### src/source/bank_sram_pkg.sv
`default_nettype none

package bank_sram_pkg;

	//====================================================================
	// Geometry
	//====================================================================

	// Word width in bits
	localparam int BW = 8;
	// Words held by one bank
	localparam int NDATA = 32;
	// Banks, and lanes per request
	localparam int NBANK = 16;
	// High address bits the hash scheme may pick from
	localparam int XOR_BW = 4;
	// Request tag width
	localparam int ID_BW = 2;

	// Derived widths
	localparam int CLOG2_NDATA = $clog2(NDATA);
	localparam int CLOG2_NBANK = $clog2(NBANK);
	// Enough bits to rotate by any power of two up to the lane index width
	localparam int CCLOG2_NBANK = $clog2(CLOG2_NBANK + 1);
	// Lane address is {row, logical bank}
	localparam int ABW = CLOG2_NDATA + CLOG2_NBANK;
	localparam int CLOG2_XOR_BW = $clog2(XOR_BW);

	//====================================================================
	// Bundles
	//====================================================================

	// Bank hash configuration
	typedef struct packed {
		logic [CLOG2_NBANK-1:0]                   xor_mask;
		logic [CLOG2_NBANK-1:0][CLOG2_XOR_BW-1:0] xor_scheme;
	} hash_cfg_t;

	// Read request, one address per lane
	typedef struct packed {
		logic [ID_BW-1:0]                id;
		logic                            retire;
		logic [CCLOG2_NBANK-1:0]         bit_swap;
		logic [NBANK-1:0][ABW-1:0]       raddr;
	} rd_req_t;

	// Write request, one address and word per lane
	typedef struct packed {
		logic [NBANK-1:0][ABW-1:0] waddr;
		logic [NBANK-1:0][BW-1:0]  wdata;
	} wr_req_t;

	// One word per lane or per bank
	typedef logic [NBANK-1:0][BW-1:0] lane_data_t;

	// Physical bank of each lane
	typedef logic [NBANK-1:0][CLOG2_NBANK-1:0] bank_idx_t;

	// Per-bank SRAM control, indexed by physical bank
	typedef struct packed {
		logic [NBANK-1:0]                  en;
		logic [NBANK-1:0]                  we;
		logic [NBANK-1:0][CLOG2_NDATA-1:0] addr;
		lane_data_t                        wdata;
	} sram_port_t;

endpackage

`default_nettype wire

### src/source/bank_sram_array.sv
`timescale 1ns/1ns
`default_nettype none

module bank_sram_array (
	input  logic                      i_clk,
	input  logic                      i_rst_n,
	input  bank_sram_pkg::sram_port_t i_port,
	output bank_sram_pkg::lane_data_t o_rdata
);

	import bank_sram_pkg::*;

	// One single-port array per bank
	logic [BW-1:0] mem [NBANK][NDATA];

	// Write or read per bank
	// Read data held until the next read
	always_ff @(posedge i_clk) begin
		for (int b = 0; b < NBANK; b++) begin
			// No access while reset is held
			if (i_rst_n && i_port.en[b]) begin
				if (i_port.we[b]) begin
					mem[b][i_port.addr[b]] <= i_port.wdata[b];
				end else begin
					o_rdata[b] <= mem[b][i_port.addr[b]];
				end
			end
		end
	end

endmodule

`default_nettype wire

### config.mk
export PLATFORM = sky130hd
export DESIGN_NAME = bank_sram_array
export DESIGN_NICKNAME = d
export VERILOG_FILES = /design/src/source/bank_sram_pkg.sv /design/src/source/bank_sram_array.sv
export SDC_FILE = /design/constraint.sdc
export NUM_CORES = 2
export LEC_CHECK = 0
export BUFFER_PORTS_ARGS = -buffer_cell sky130_fd_sc_hd__buf_2
export CORE_MARGIN = 3
export CORE_UTILIZATION = 45
export DETAILED_ROUTE_END_ITERATION = 8
export PLACE_DENSITY_LB_ADDON = 0.1
export RECOVER_POWER = 100
export SYNTH_ARGS = -nofsm -noshare
export SYNTH_HDL_FRONTEND = slang
export SYNTH_SLANG_ARGS = --single-unit
### constraint.sdc
create_clock -name i_clk -period 5.26 [get_ports i_clk]
set_clock_uncertainty 0.2 [all_clocks]
set_input_delay 0.263 -clock i_clk [delete_from_list [all_inputs] [get_ports i_clk]]
set_output_delay 0.263 -clock i_clk [all_outputs]
set_load 0.02 [all_outputs]
==> out/metrics.yaml <==
synthesis:
  synthCells: 9310
  ys_warn_count: 0
  yosysUniqueCellTypes: 27
  syn_nets: 9552
  synth.yosys.seq_area_share_pct: 77.04
  synth_area_per_cell_um2: 17.69
  synth_area_um2: 164600
  ys_ff_latch: 4224
finish:
  final_area_um2: 186200
  fin_util_pct: 51.24
  drive_gt1_share_pct: 7.646
  area_delta_synth_final_pct: 13.08
  layout_commonest_cell: "edfxtp_1"
  fin_nets: 10103
  mostFrequentLayoutCells: "edfxtp_1, mux2i_1, o22ai_1"
clock_network:
  path_clk_slew_ps: 60
  postCtsResizedCells: 0
  worstSkewPairLatency_ps: 930
  cts_tree: "yes"
  cts_root_buf: "clkbuf_16"
  cts.path.max_buffers: 4
  cts_sinks: 4224
  htree_num_levels: 5
  numCtsBuffers: 438
  post-cts-setup-buffers: 0
global_route:
  grt_pass1_vias: 85246
  grt_pass1_wl_um: 564300
  grt_usage_pct: 19.83
  grt_antenna_before_repair: 34
  grt_max_degree: 86
  gr-total-overflow: 0
power_and_ir_drop:
  ir_drop_mv: 0.2846
  p_leak_nw: 62.68
  power.density_nw_per_um2: 375.7
worst_hold_path:
  hp-class: "in2reg"
  min_delay_worst_endpoint: "mem[0][1854]$_DFFE_PP_"
  worstHoldPathCells: 4
  hold_start: "i_port[231]"
detailed_routing:
  vias: 85336
  first_iter_violations: 7344
  detail_route.vias_per_cell: 5.680
  drcViolationCount: 0
  antenna_left: 0
  wl_per_cell_um: 25.29
  wl_um: 380000
  dr.pass1.iters: 6
sta:
  fin_crit_ps: 4216
  final_hold_viol_count: 0
  max_freq_mhz: 237.2
  setup_violations: 0
  relSlewSlack_pct: -75.97
  tightest_slew_ps: 2640
  setup_tns_ps: 0
  slew_violations: 3959
  fin_crit_sh_pct: 80.15
  rsz0062_at_grt: "false"
setup_path:
  cp-start-kind: "input pin"
  reg2reg_slack_ps: 2930
  worstSetupPathType: "in2reg"
  arrival_ps: 4580
  cp.required_ps: 5630
  worstSetupEndpointType: "flop"
  reg2regPathDepth: 4
  crit_path_max_fanout: 14
  regToRegEndpoint: "o_rdata[25]$_DFFE_PP_"
  r2r_start: "mem[0][841]$_DFFE_PP_"
run_status:
  failed_checks: "max-capacitance violations, max-slew violations"
  status: "complete, but fails checks"
floorplanning:
  die_h_um: 610.9
  row_count: 221
  initial_core_util_pct: 45.32
  core-area_um2: 363300
  ios: 370
  die_w_um: 610.9
  dieArea_um2: 373200
job:
  max_cap_viol_count: 113
placement:
  place.port_buffers: 369
  place.gp.congestion: 0.8343
  post-dp-hpwl_um: 236300
  place_area_um2: 170300
worst max-delay path, stage by stage:
cell	delay (ps)
dlygate4sd3_1	520
clkbuf_1	1380
buf_4	500
nand3_1	130
or3_1	520
nor3_1	190
dlygate4sd3_1	560
clkbuf_1	440
registers in the layout, summed over array words and instances, names as in the netlist:
signal,cells
o_rdata,128
mem,4096
metrics by stage:
stage	setup WS, ps	hold slack [ps]	instances	power, W
final	1044	37.30	15023	0.06995
after global routing	925.0	6.938	15017	0.07222
after CTS	1969	11.52	15006	0.07066
after detailed placement	1442	500.1	13952	0.04090
after global placement	1451	498.8	13952	0.04084
after floorplan	2888	161.9	9310	0.03962
Yosys cell counts (all sizes together):
cell	number	area share, %
or4	16	0.078
o22ai	1024	3.9
nand2	192	0.44
edfxtp	4224	77
clkbuf	160	0.37
nand4	16	0.061
nor4	256	0.97
inv	1	0.0023
and3	15	0.057
or3b	40	0.21
nor2	496	1.1
nand3b	40	0.18
or4b	64	0.39
buf	414	1.3
nand4bb	64	0.44
or3	32	0.12
mux2i	2048	12
nand4b	64	0.34
or4bb	32	0.22
nor3	64	0.19
nand3	48	0.15
metal layers:
metal	vias to the layer above	global-route usage (%)	part of all wire (%)
met5	-	0	0.014
met4	8	5.587	2.9
met3	626	2.389	4.9
met2	2283	32.53	48
met1	43618	27.99	44
li1	38801	-	-
layout make-up:
| cell class | instances | area, um^2 |
|---|---|---|
| Inverter | 1 | 3.754 |
| Clock inverter | 257 | 2256 |
| Sequential cell | 4224 | 126800 |
| Timing Repair Buffer | 685 | 4501 |
| Multi-Input combinational cell | 4511 | 35110 |
| Tap cell | 4794 | 5998 |
| Fill cell | 29623 | 177200 |
| Clock buffer | 537 | 11440 |
| Antenna cell | 14 | 35.03 |
report_power, final:
part / total [W] / switching [W] / internal (W)
Clock: 0.0296 / 0.0126 / 0.0170
Sequential: 0.0373 / 0.0000474 / 0.0373
Combinational: 0.00305 / 0.00204 / 0.00100
logic make-up after synthesis:
| logic type | synth area share, % |
|---|---|
| DFF | 77.04 |
| and+or+nand+nor | 4.982 |
| muxes | 12.45 |
| buffers and inverters | 1.639 |
| AOI/OAI and AO/OA | 3.891 |
worst max path at each step:
stage / slack [ps] / end / start
after CTS: 1970 / o_rdata[90]$_DFFE_PP_ / i_port[184]
after floorplan: 2890 / mem[1][1864]$_DFFE_PP_ / i_rst_n
after global placement: 1450 / o_rdata[6]$_DFFE_PP_ / i_port[129]
after global routing: 930 / mem[0][847]$_DFFE_PP_ / i_port[144]
after detailed placement: 1440 / o_rdata[6]$_DFFE_PP_ / i_port[129]
final: 1040 / mem[0][1082]$_DFFE_PP_ / i_rst_n
timing repair:
| action | CTS | global route |
|---|---|---|
| setup endpoints to repair | 0 | 0 |
| endpoints found under the hold margin | 7339 | 0 |
| hold buffers | 260 | 0 |
No activity file was read; power rests on OpenSTA's default activity.
