### src/source/bank_sram_pkg.sv
`default_nettype none

package bank_sram_pkg;

	//====================================================================
	// Geometry
	//====================================================================

	// Word width in bits
	localparam int BW = 8;
	// Words held by one bank
	localparam int NDATA = 32;
	// Banks, and lanes per request
	localparam int NBANK = 16;
	// High address bits the hash scheme may pick from
	localparam int XOR_BW = 4;
	// Request tag width
	localparam int ID_BW = 2;

	// Derived widths
	localparam int CLOG2_NDATA = $clog2(NDATA);
	localparam int CLOG2_NBANK = $clog2(NBANK);
	// Enough bits to rotate by any power of two up to the lane index width
	localparam int CCLOG2_NBANK = $clog2(CLOG2_NBANK + 1);
	// Lane address is {row, logical bank}
	localparam int ABW = CLOG2_NDATA + CLOG2_NBANK;
	localparam int CLOG2_XOR_BW = $clog2(XOR_BW);

	//====================================================================
	// Bundles
	//====================================================================

	// Bank hash configuration
	typedef struct packed {
		logic [CLOG2_NBANK-1:0]                   xor_mask;
		logic [CLOG2_NBANK-1:0][CLOG2_XOR_BW-1:0] xor_scheme;
	} hash_cfg_t;

	// Read request, one address per lane
	typedef struct packed {
		logic [ID_BW-1:0]                id;
		logic                            retire;
		logic [CCLOG2_NBANK-1:0]         bit_swap;
		logic [NBANK-1:0][ABW-1:0]       raddr;
	} rd_req_t;

	// Write request, one address and word per lane
	typedef struct packed {
		logic [NBANK-1:0][ABW-1:0] waddr;
		logic [NBANK-1:0][BW-1:0]  wdata;
	} wr_req_t;

	// One word per lane or per bank
	typedef logic [NBANK-1:0][BW-1:0] lane_data_t;

	// Physical bank of each lane
	typedef logic [NBANK-1:0][CLOG2_NBANK-1:0] bank_idx_t;

	// Per-bank SRAM control, indexed by physical bank
	typedef struct packed {
		logic [NBANK-1:0]                  en;
		logic [NBANK-1:0]                  we;
		logic [NBANK-1:0][CLOG2_NDATA-1:0] addr;
		lane_data_t                        wdata;
	} sram_port_t;

endpackage

`default_nettype wire

### src/source/bank_xor_map.sv
`timescale 1ns/1ns
`default_nettype none

module bank_xor_map (
	input  logic [bank_sram_pkg::NBANK-1:0][bank_sram_pkg::ABW-1:0] i_addr,
	input  bank_sram_pkg::hash_cfg_t                                i_cfg,
	output bank_sram_pkg::bank_idx_t                                o_bank
);

	import bank_sram_pkg::*;

	// Butterfly bits picked from the high address part
	bank_idx_t bfly;

	// Logical bank straight from the low address bits
	bank_idx_t logical;

	always_comb begin
		for (int l = 0; l < NBANK; l++) begin
			logical[l] = i_addr[l][CLOG2_NBANK-1:0];
			// Bank bit j is hashed with the address bit the scheme names
			for (int j = 0; j < CLOG2_NBANK; j++) begin
				bfly[l][j] = i_addr[l][CLOG2_NBANK + int'(i_cfg.xor_scheme[j])];
			end
		end
	end

	// Masked XOR gives the physical bank
	always_comb begin
		for (int l = 0; l < NBANK; l++) begin
			o_bank[l] = logical[l] ^ (i_cfg.xor_mask & bfly[l]);
		end
	end

endmodule

`default_nettype wire

### config.mk
export PLATFORM = sky130hd
export DESIGN_NAME = bank_xor_map
export DESIGN_NICKNAME = d
export VERILOG_FILES = /design/src/source/bank_sram_pkg.sv /design/src/source/bank_xor_map.sv
export SDC_FILE = /design/constraint.sdc
export NUM_CORES = 1
export LEC_CHECK = 0
export BUFFER_PORTS_ARGS = -buffer_cell sky130_fd_sc_hd__buf_2
export CAP_MARGIN = 30
export CORE_UTILIZATION = 35
export DETAILED_ROUTE_END_ITERATION = 12
export PLACE_DENSITY = 0.71
export SYNTH_ARGS = -nofsm -noshare
export SYNTH_HDL_FRONTEND = slang
export SYNTH_SLANG_ARGS = --single-unit
### constraint.sdc
create_clock -name vclk -period 3.9
set_clock_uncertainty 0.2 [all_clocks]
set_input_delay 0.78 -clock vclk [all_inputs]
set_output_delay 0.78 -clock vclk [all_outputs]
set_load 0.05 [all_outputs]
==> impl_metrics.env, run 1 <==
export IMPL_status="finished, final reports clean"
export IMPL_finalCritPeriodShare=0.8618
export IMPL_hold_ws_ns=1.695
export IMPL_hold_class="in2out"
export IMPL_fin_nets=633
export IMPL_comb_power_share=1.000
export IMPL_holdPathStages=3
export IMPL_yosysWarnings=0
export IMPL_wl_met2_mm=4.801
export IMPL_grt_pass1_vias=2898
export IMPL_postCtsResizedCells=0
export IMPL_num_vias=3079
export IMPL_grtUsageTotal=0.2143
export IMPL_seqCellArea_sq_um=0
export IMPL_drtIter0Drc=102
export IMPL_power_w=0.0007732
export IMPL_fp_coreArea_sq_um=7331
export IMPL_syn_nets=448
export IMPL_fmax_mhz=297.5
export IMPL_via_per_inst=5.364
export IMPL_intPower_w=0.0002361
export IMPL_tightest_slew_ns=0.9277
export IMPL_grt_first_pass_wirelength_mm=13.61
export IMPL_dpl_hpwl_mm=6.974
export IMPL_die_h_um=89.39
export IMPL_clkPwrFrac=0
export IMPL_power_density_nw_per_um2=218.7
export IMPL_critPathMaxFanout=16
export IMPL_die_x_um=89.39
export IMPL_vdd_ir_drop_max_uv=123.2
export IMPL_gp_congestion=0.7617
export IMPL_start_util=0.3646
export IMPL_portBuffers=204
export IMPL_post_route_util=0.4823
export IMPL_endpoint_kind="primary output"
export IMPL_crit_required_ns=2.92
export IMPL_slew_viol_final=0
export IMPL_ant_nets=0
export IMPL_start_kind="input port"
export IMPL_synthCells=292
export IMPL_seqPwrFrac=0
export IMPL_antenna_cells=0
export IMPL_rsz0062_at_grt="false"
export IMPL_final_hold_violation_count=0
export IMPL_die_area_sq_um=7990
export IMPL_endpoint="o_bank[27]"
export IMPL_ys_seq_area_frac=0
export IMPL_maxSlewHeadroom=0.3815
export IMPL_final_setup_tns_ns=0
export IMPL_antenna_found_initial=0
export IMPL_maxCapViolations=0
export IMPL_wl_per_cell_um=16.24
export IMPL_route_met3_wl_um=566
export IMPL_period_minus_slack_ns=3.361
export IMPL_avgSynthCellArea_sq_um=9.153
export IMPL_fin_area_sq_um=3536
export IMPL_place_area_sq_um=3536
export IMPL_nFlopsAndLatches=0
export IMPL_leakage_nw=2.033
export IMPL_wl_met1_mm=3.853
export IMPL_routed_wl_mm=9.324
export IMPL_netlist_cell_type_count=11
export IMPL_io_pins=220
export IMPL_grt_max_degree=33
export IMPL_path_class="in2out"
export IMPL_syn_area_sq_um=2673
export IMPL_highest_layer="met4"
export IMPL_globalRoute_totalOverflow=0
export IMPL_crit_arrival_ns=2.38
export IMPL_first_pass_iters=4
export IMPL_final_layout_size_suffix_gt1_frac=0.4547
export IMPL_drc=0
export IMPL_finalSetupViolCount=0
export IMPL_clockBufferCount=0
export IMPL_cts_setup_buffers=0
export IMPL_p_sw_frac=0.6946
export IMPL_p_switching_w=0.0005371
export IMPL_critPathLaunch="i_cfg[6]"
export IMPL_syn_to_final_growth_pct=32.30
export IMPL_rows=31
export IMPL_ctsHoldBuffers=0
## metal layers
| layer | GRT usage | up-vias |
|---|---|---|
| li1 | - | 1481 |
| met1 | 0.2613 | 1430 |
| met2 | 0.4108 | 157 |
| met3 | 0.01293 | 11 |
| met4 | 0.04329 | 0 |
| met5 | 0 | - |
## cell type report
type / instances / area (sq um)
fill: 704 / 3795
multi-input combinational: 264 / 2313
timing repair buffer: 211 / 1099
tap: 99 / 123.9
## cells in the final DEF (no fill, tap or decap), drive strengths merged
cell type and instances:
xor2 64, nand2b 4, nand2 4, buf 211, mux2i 128, o22ai 64
## through the flow
step | cells | setup WS [ns]
after floorplan | 292 | 0.7855
after global placement | 574 | 0.6128
after detailed placement | 574 | 0.5843
after CTS | 574 | 0.5583
after global routing | 574 | 0.4228
final | 574 | 0.5389
## cells in the mapped netlist
cell,n,area share
nand2b_1,4,0.0094
buf_8,4,0.022
o22ai_1,59,0.14
buf_6,9,0.038
buf_4,1,0.0028
buf_2,6,0.011
nand2_1,4,0.0056
xor2_1,64,0.21
mux2i_1,128,0.48
buf_12,8,0.060
o22ai_2,5,0.023
## power groups by stage
stage | clock network (W) | logic (W) | registers (W)
after global routing | 0 | 0.000818 | 0
after floorplan | 0 | 0.000579 | 0
after global placement | 0 | 0.000760 | 0
final | 0 | 0.000773 | 0
after detailed placement | 0 | 0.000772 | 0
after CTS | 0 | 0.000774 | 0
## worst min-delay path by stage
stage                start    endpoint  slack (ns)
3_5_place_dp     i_addr[1]   o_bank[1]        1.70
5_1_grt         i_addr[29]  o_bank[14]        1.70
6_report         i_addr[1]   o_bank[1]        1.70
2_1_floorplan    i_addr[0]   o_bank[0]        1.63
4_1_cts          i_addr[1]   o_bank[1]        1.70
3_3_place_gp   i_addr[126]  o_bank[56]        1.70
## critical path: stages
cell	delay, ns
buf_2	0.10
nand2b_1	0.57
o22ai_1	0.47
xor2_1	0.17
buf_2	0.28
## cell families after synthesis
| logic type | count (synthesis) | share of synthesized area |
|---|---|---|
| buf+inv | 28 | 0.1344 |
| compound gates | 64 | 0.1615 |
| simple gates | 8 | 0.01498 |
| mux | 128 | 0.4794 |
| xor+xnor | 64 | 0.2097 |
Power figures use the tool's default switching activity.
==> inputs of run 2 (changes only) <==
CORE_MARGIN = 8   (was not set)
MAX_ROUTING_LAYER = met4   (was not set)
==> run 2 against run 1 <==
Setup slack better by 0.052 ns. Critical endpoint is now o_bank[44]. Sequential share of layout area unchanged. Via count is 0.52% higher. Non-clock buffer count did not move. Core utilization shrank 1.6 points. Global-route usage decreased by 3.2 points. Clock-buffer cell count is the same. Cell area down 0.25%. Largest power group unchanged. Die area increased by 34%.
==> impl_metrics.env, run 2 (synthesis results as in run 1) <==
export IMPL_status="finished, final reports clean"
export IMPL_wl_per_cell_um=18.27
export IMPL_dpl_hpwl_mm=8.321
export IMPL_via_per_inst=5.364
export IMPL_grt_first_pass_wirelength_mm=15.52
export IMPL_final_hold_violation_count=0
export IMPL_fill_cells=756
export IMPL_stdcell_count=577
export IMPL_critPathMaxStageDelay_ns=0.55
export IMPL_leakage_nw=2.028
export IMPL_endpoint_kind="primary output"
export IMPL_layout_common_cells="204 x buf_2, 128 x mux2i_1, 64 x xor2_1"
export IMPL_grt_pass1_vias=3340
export IMPL_fmax_mhz=302.2
export IMPL_final_common_cell="buf_2"
export IMPL_grtUsageTotal=0.1823
export IMPL_final_setup_tns_ns=0
export IMPL_drc=0
export IMPL_crit_chain="buf_2, nand2b_1, o22ai_1, xor2_1, buf_2"
export IMPL_tightest_slew_ns=0.8765
export IMPL_start_kind="input port"
export IMPL_clockBufferCount=0
export IMPL_die_area_sq_um=10690
export IMPL_drtIter0Drc=115
export IMPL_rows=32
export IMPL_seqCellArea_sq_um=0
export IMPL_syn_to_final_growth_pct=31.98
export IMPL_finalSetupViolCount=0
export IMPL_first_pass_iters=4
export IMPL_maxSlewHeadroom=0.4157
export IMPL_crit_required_ns=2.92
export IMPL_portBuffers=204
export IMPL_critPathMaxFanout=16
export IMPL_routed_wl_mm=10.54
export IMPL_critPathMostFrequentCell="buf_2"
export IMPL_slew_viol_final=0
export IMPL_num_vias=3095
export IMPL_ctsHoldBuffers=0
export IMPL_post_route_util=0.4661
export IMPL_grt_max_degree=33
export IMPL_ant_nets=0
export IMPL_rsz0062_at_grt="false"
export IMPL_hold_ws_ns=1.697
export IMPL_path_class="in2out"
export IMPL_die_x_um=103.4
export IMPL_antenna_cells=0
export IMPL_hold_class="in2out"
export IMPL_die_h_um=103.4
export IMPL_fin_nets=633
export IMPL_fp_coreArea_sq_um=7567
export IMPL_gp_congestion=0.8007
export IMPL_globalRoute_totalOverflow=0
export IMPL_cp_slowest_cell="nand2b_1"
export IMPL_power_density_nw_per_um2=220.5
export IMPL_period_minus_slack_ns=3.309
export IMPL_cts_setup_buffers=0
export IMPL_finalCritPeriodShare=0.8485
export IMPL_vdd_ir_drop_max_uv=105.4
export IMPL_nFlopsAndLatches=0
export IMPL_start_util=0.3532
export IMPL_crit_arrival_ns=2.33
export IMPL_postCtsResizedCells=0
export IMPL_maxCapViolations=0
export IMPL_antenna_found_initial=0
export IMPL_io_pins=220
export IMPL_placed_cells=577
export IMPL_final_layout_size_suffix_gt1_frac=0.4547
run 2: cell counts in the layout (fill, tap and decap cells not counted):
No cell type changed its count.
run 2: cell type report:
type | count | area (sq um) | share of cell area
Tap cell | 102 | 127.6 | 0.03618
Multi-Input combinational cell | 264 | 2313 | 0.6559
Timing Repair Buffer | 211 | 1086 | 0.3079
run 2: worst paths after layout:
| kind | cells after the start | from | slack (ns) | endpoint |
|---|---|---|---|---|
| max | 5 | i_cfg[0] | 0.59 | o_bank[44] |
| min | 3 | i_addr[126] | 1.70 | o_bank[56] |
run 2: worst max-delay path, delay by kind of cell:
kind | cells | cell delay, ns
AND/OR/NAND/NOR | 1 | 0.55
AO/OA/AOI/OAI | 1 | 0.41
buffers and inverters | 2 | 0.39
XOR/XNOR | 1 | 0.20
run 2: per-stage QoR:
| stage | worst slack, ns | area [sq um] | power, W |
|---|---|---|---|
| 2_1_floorplan | 0.7855 | 2673 | 0.0005786 |
| 3_3_place_gp | 0.6488 | 3527 | 0.0007648 |
| 3_5_place_dp | 0.6223 | 3527 | 0.0007769 |
| 4_1_cts | 0.6148 | 3527 | 0.0007788 |
| 5_1_grt | 0.5039 | 3527 | 0.0008156 |
| 6_report | 0.5908 | 3527 | 0.0007776 |
run 2: power by group:
group          internal, W  leakage [nW]  switching (W)  total (W)
Clock                    0             0              0          0
Combinational     0.000235          2.03       0.000543   0.000778
Sequential               0             0              0          0
Total             0.000235          2.03       0.000543   0.000778
run 2: routing by layer:
layer	up-vias	wire (um)	track usage
li1	1484	-	-
met5	-	0	-
met2	144	5439	0.3378
met4	0	104	0.03226
met3	11	733	0.01205
met1	1456	4265	0.2111
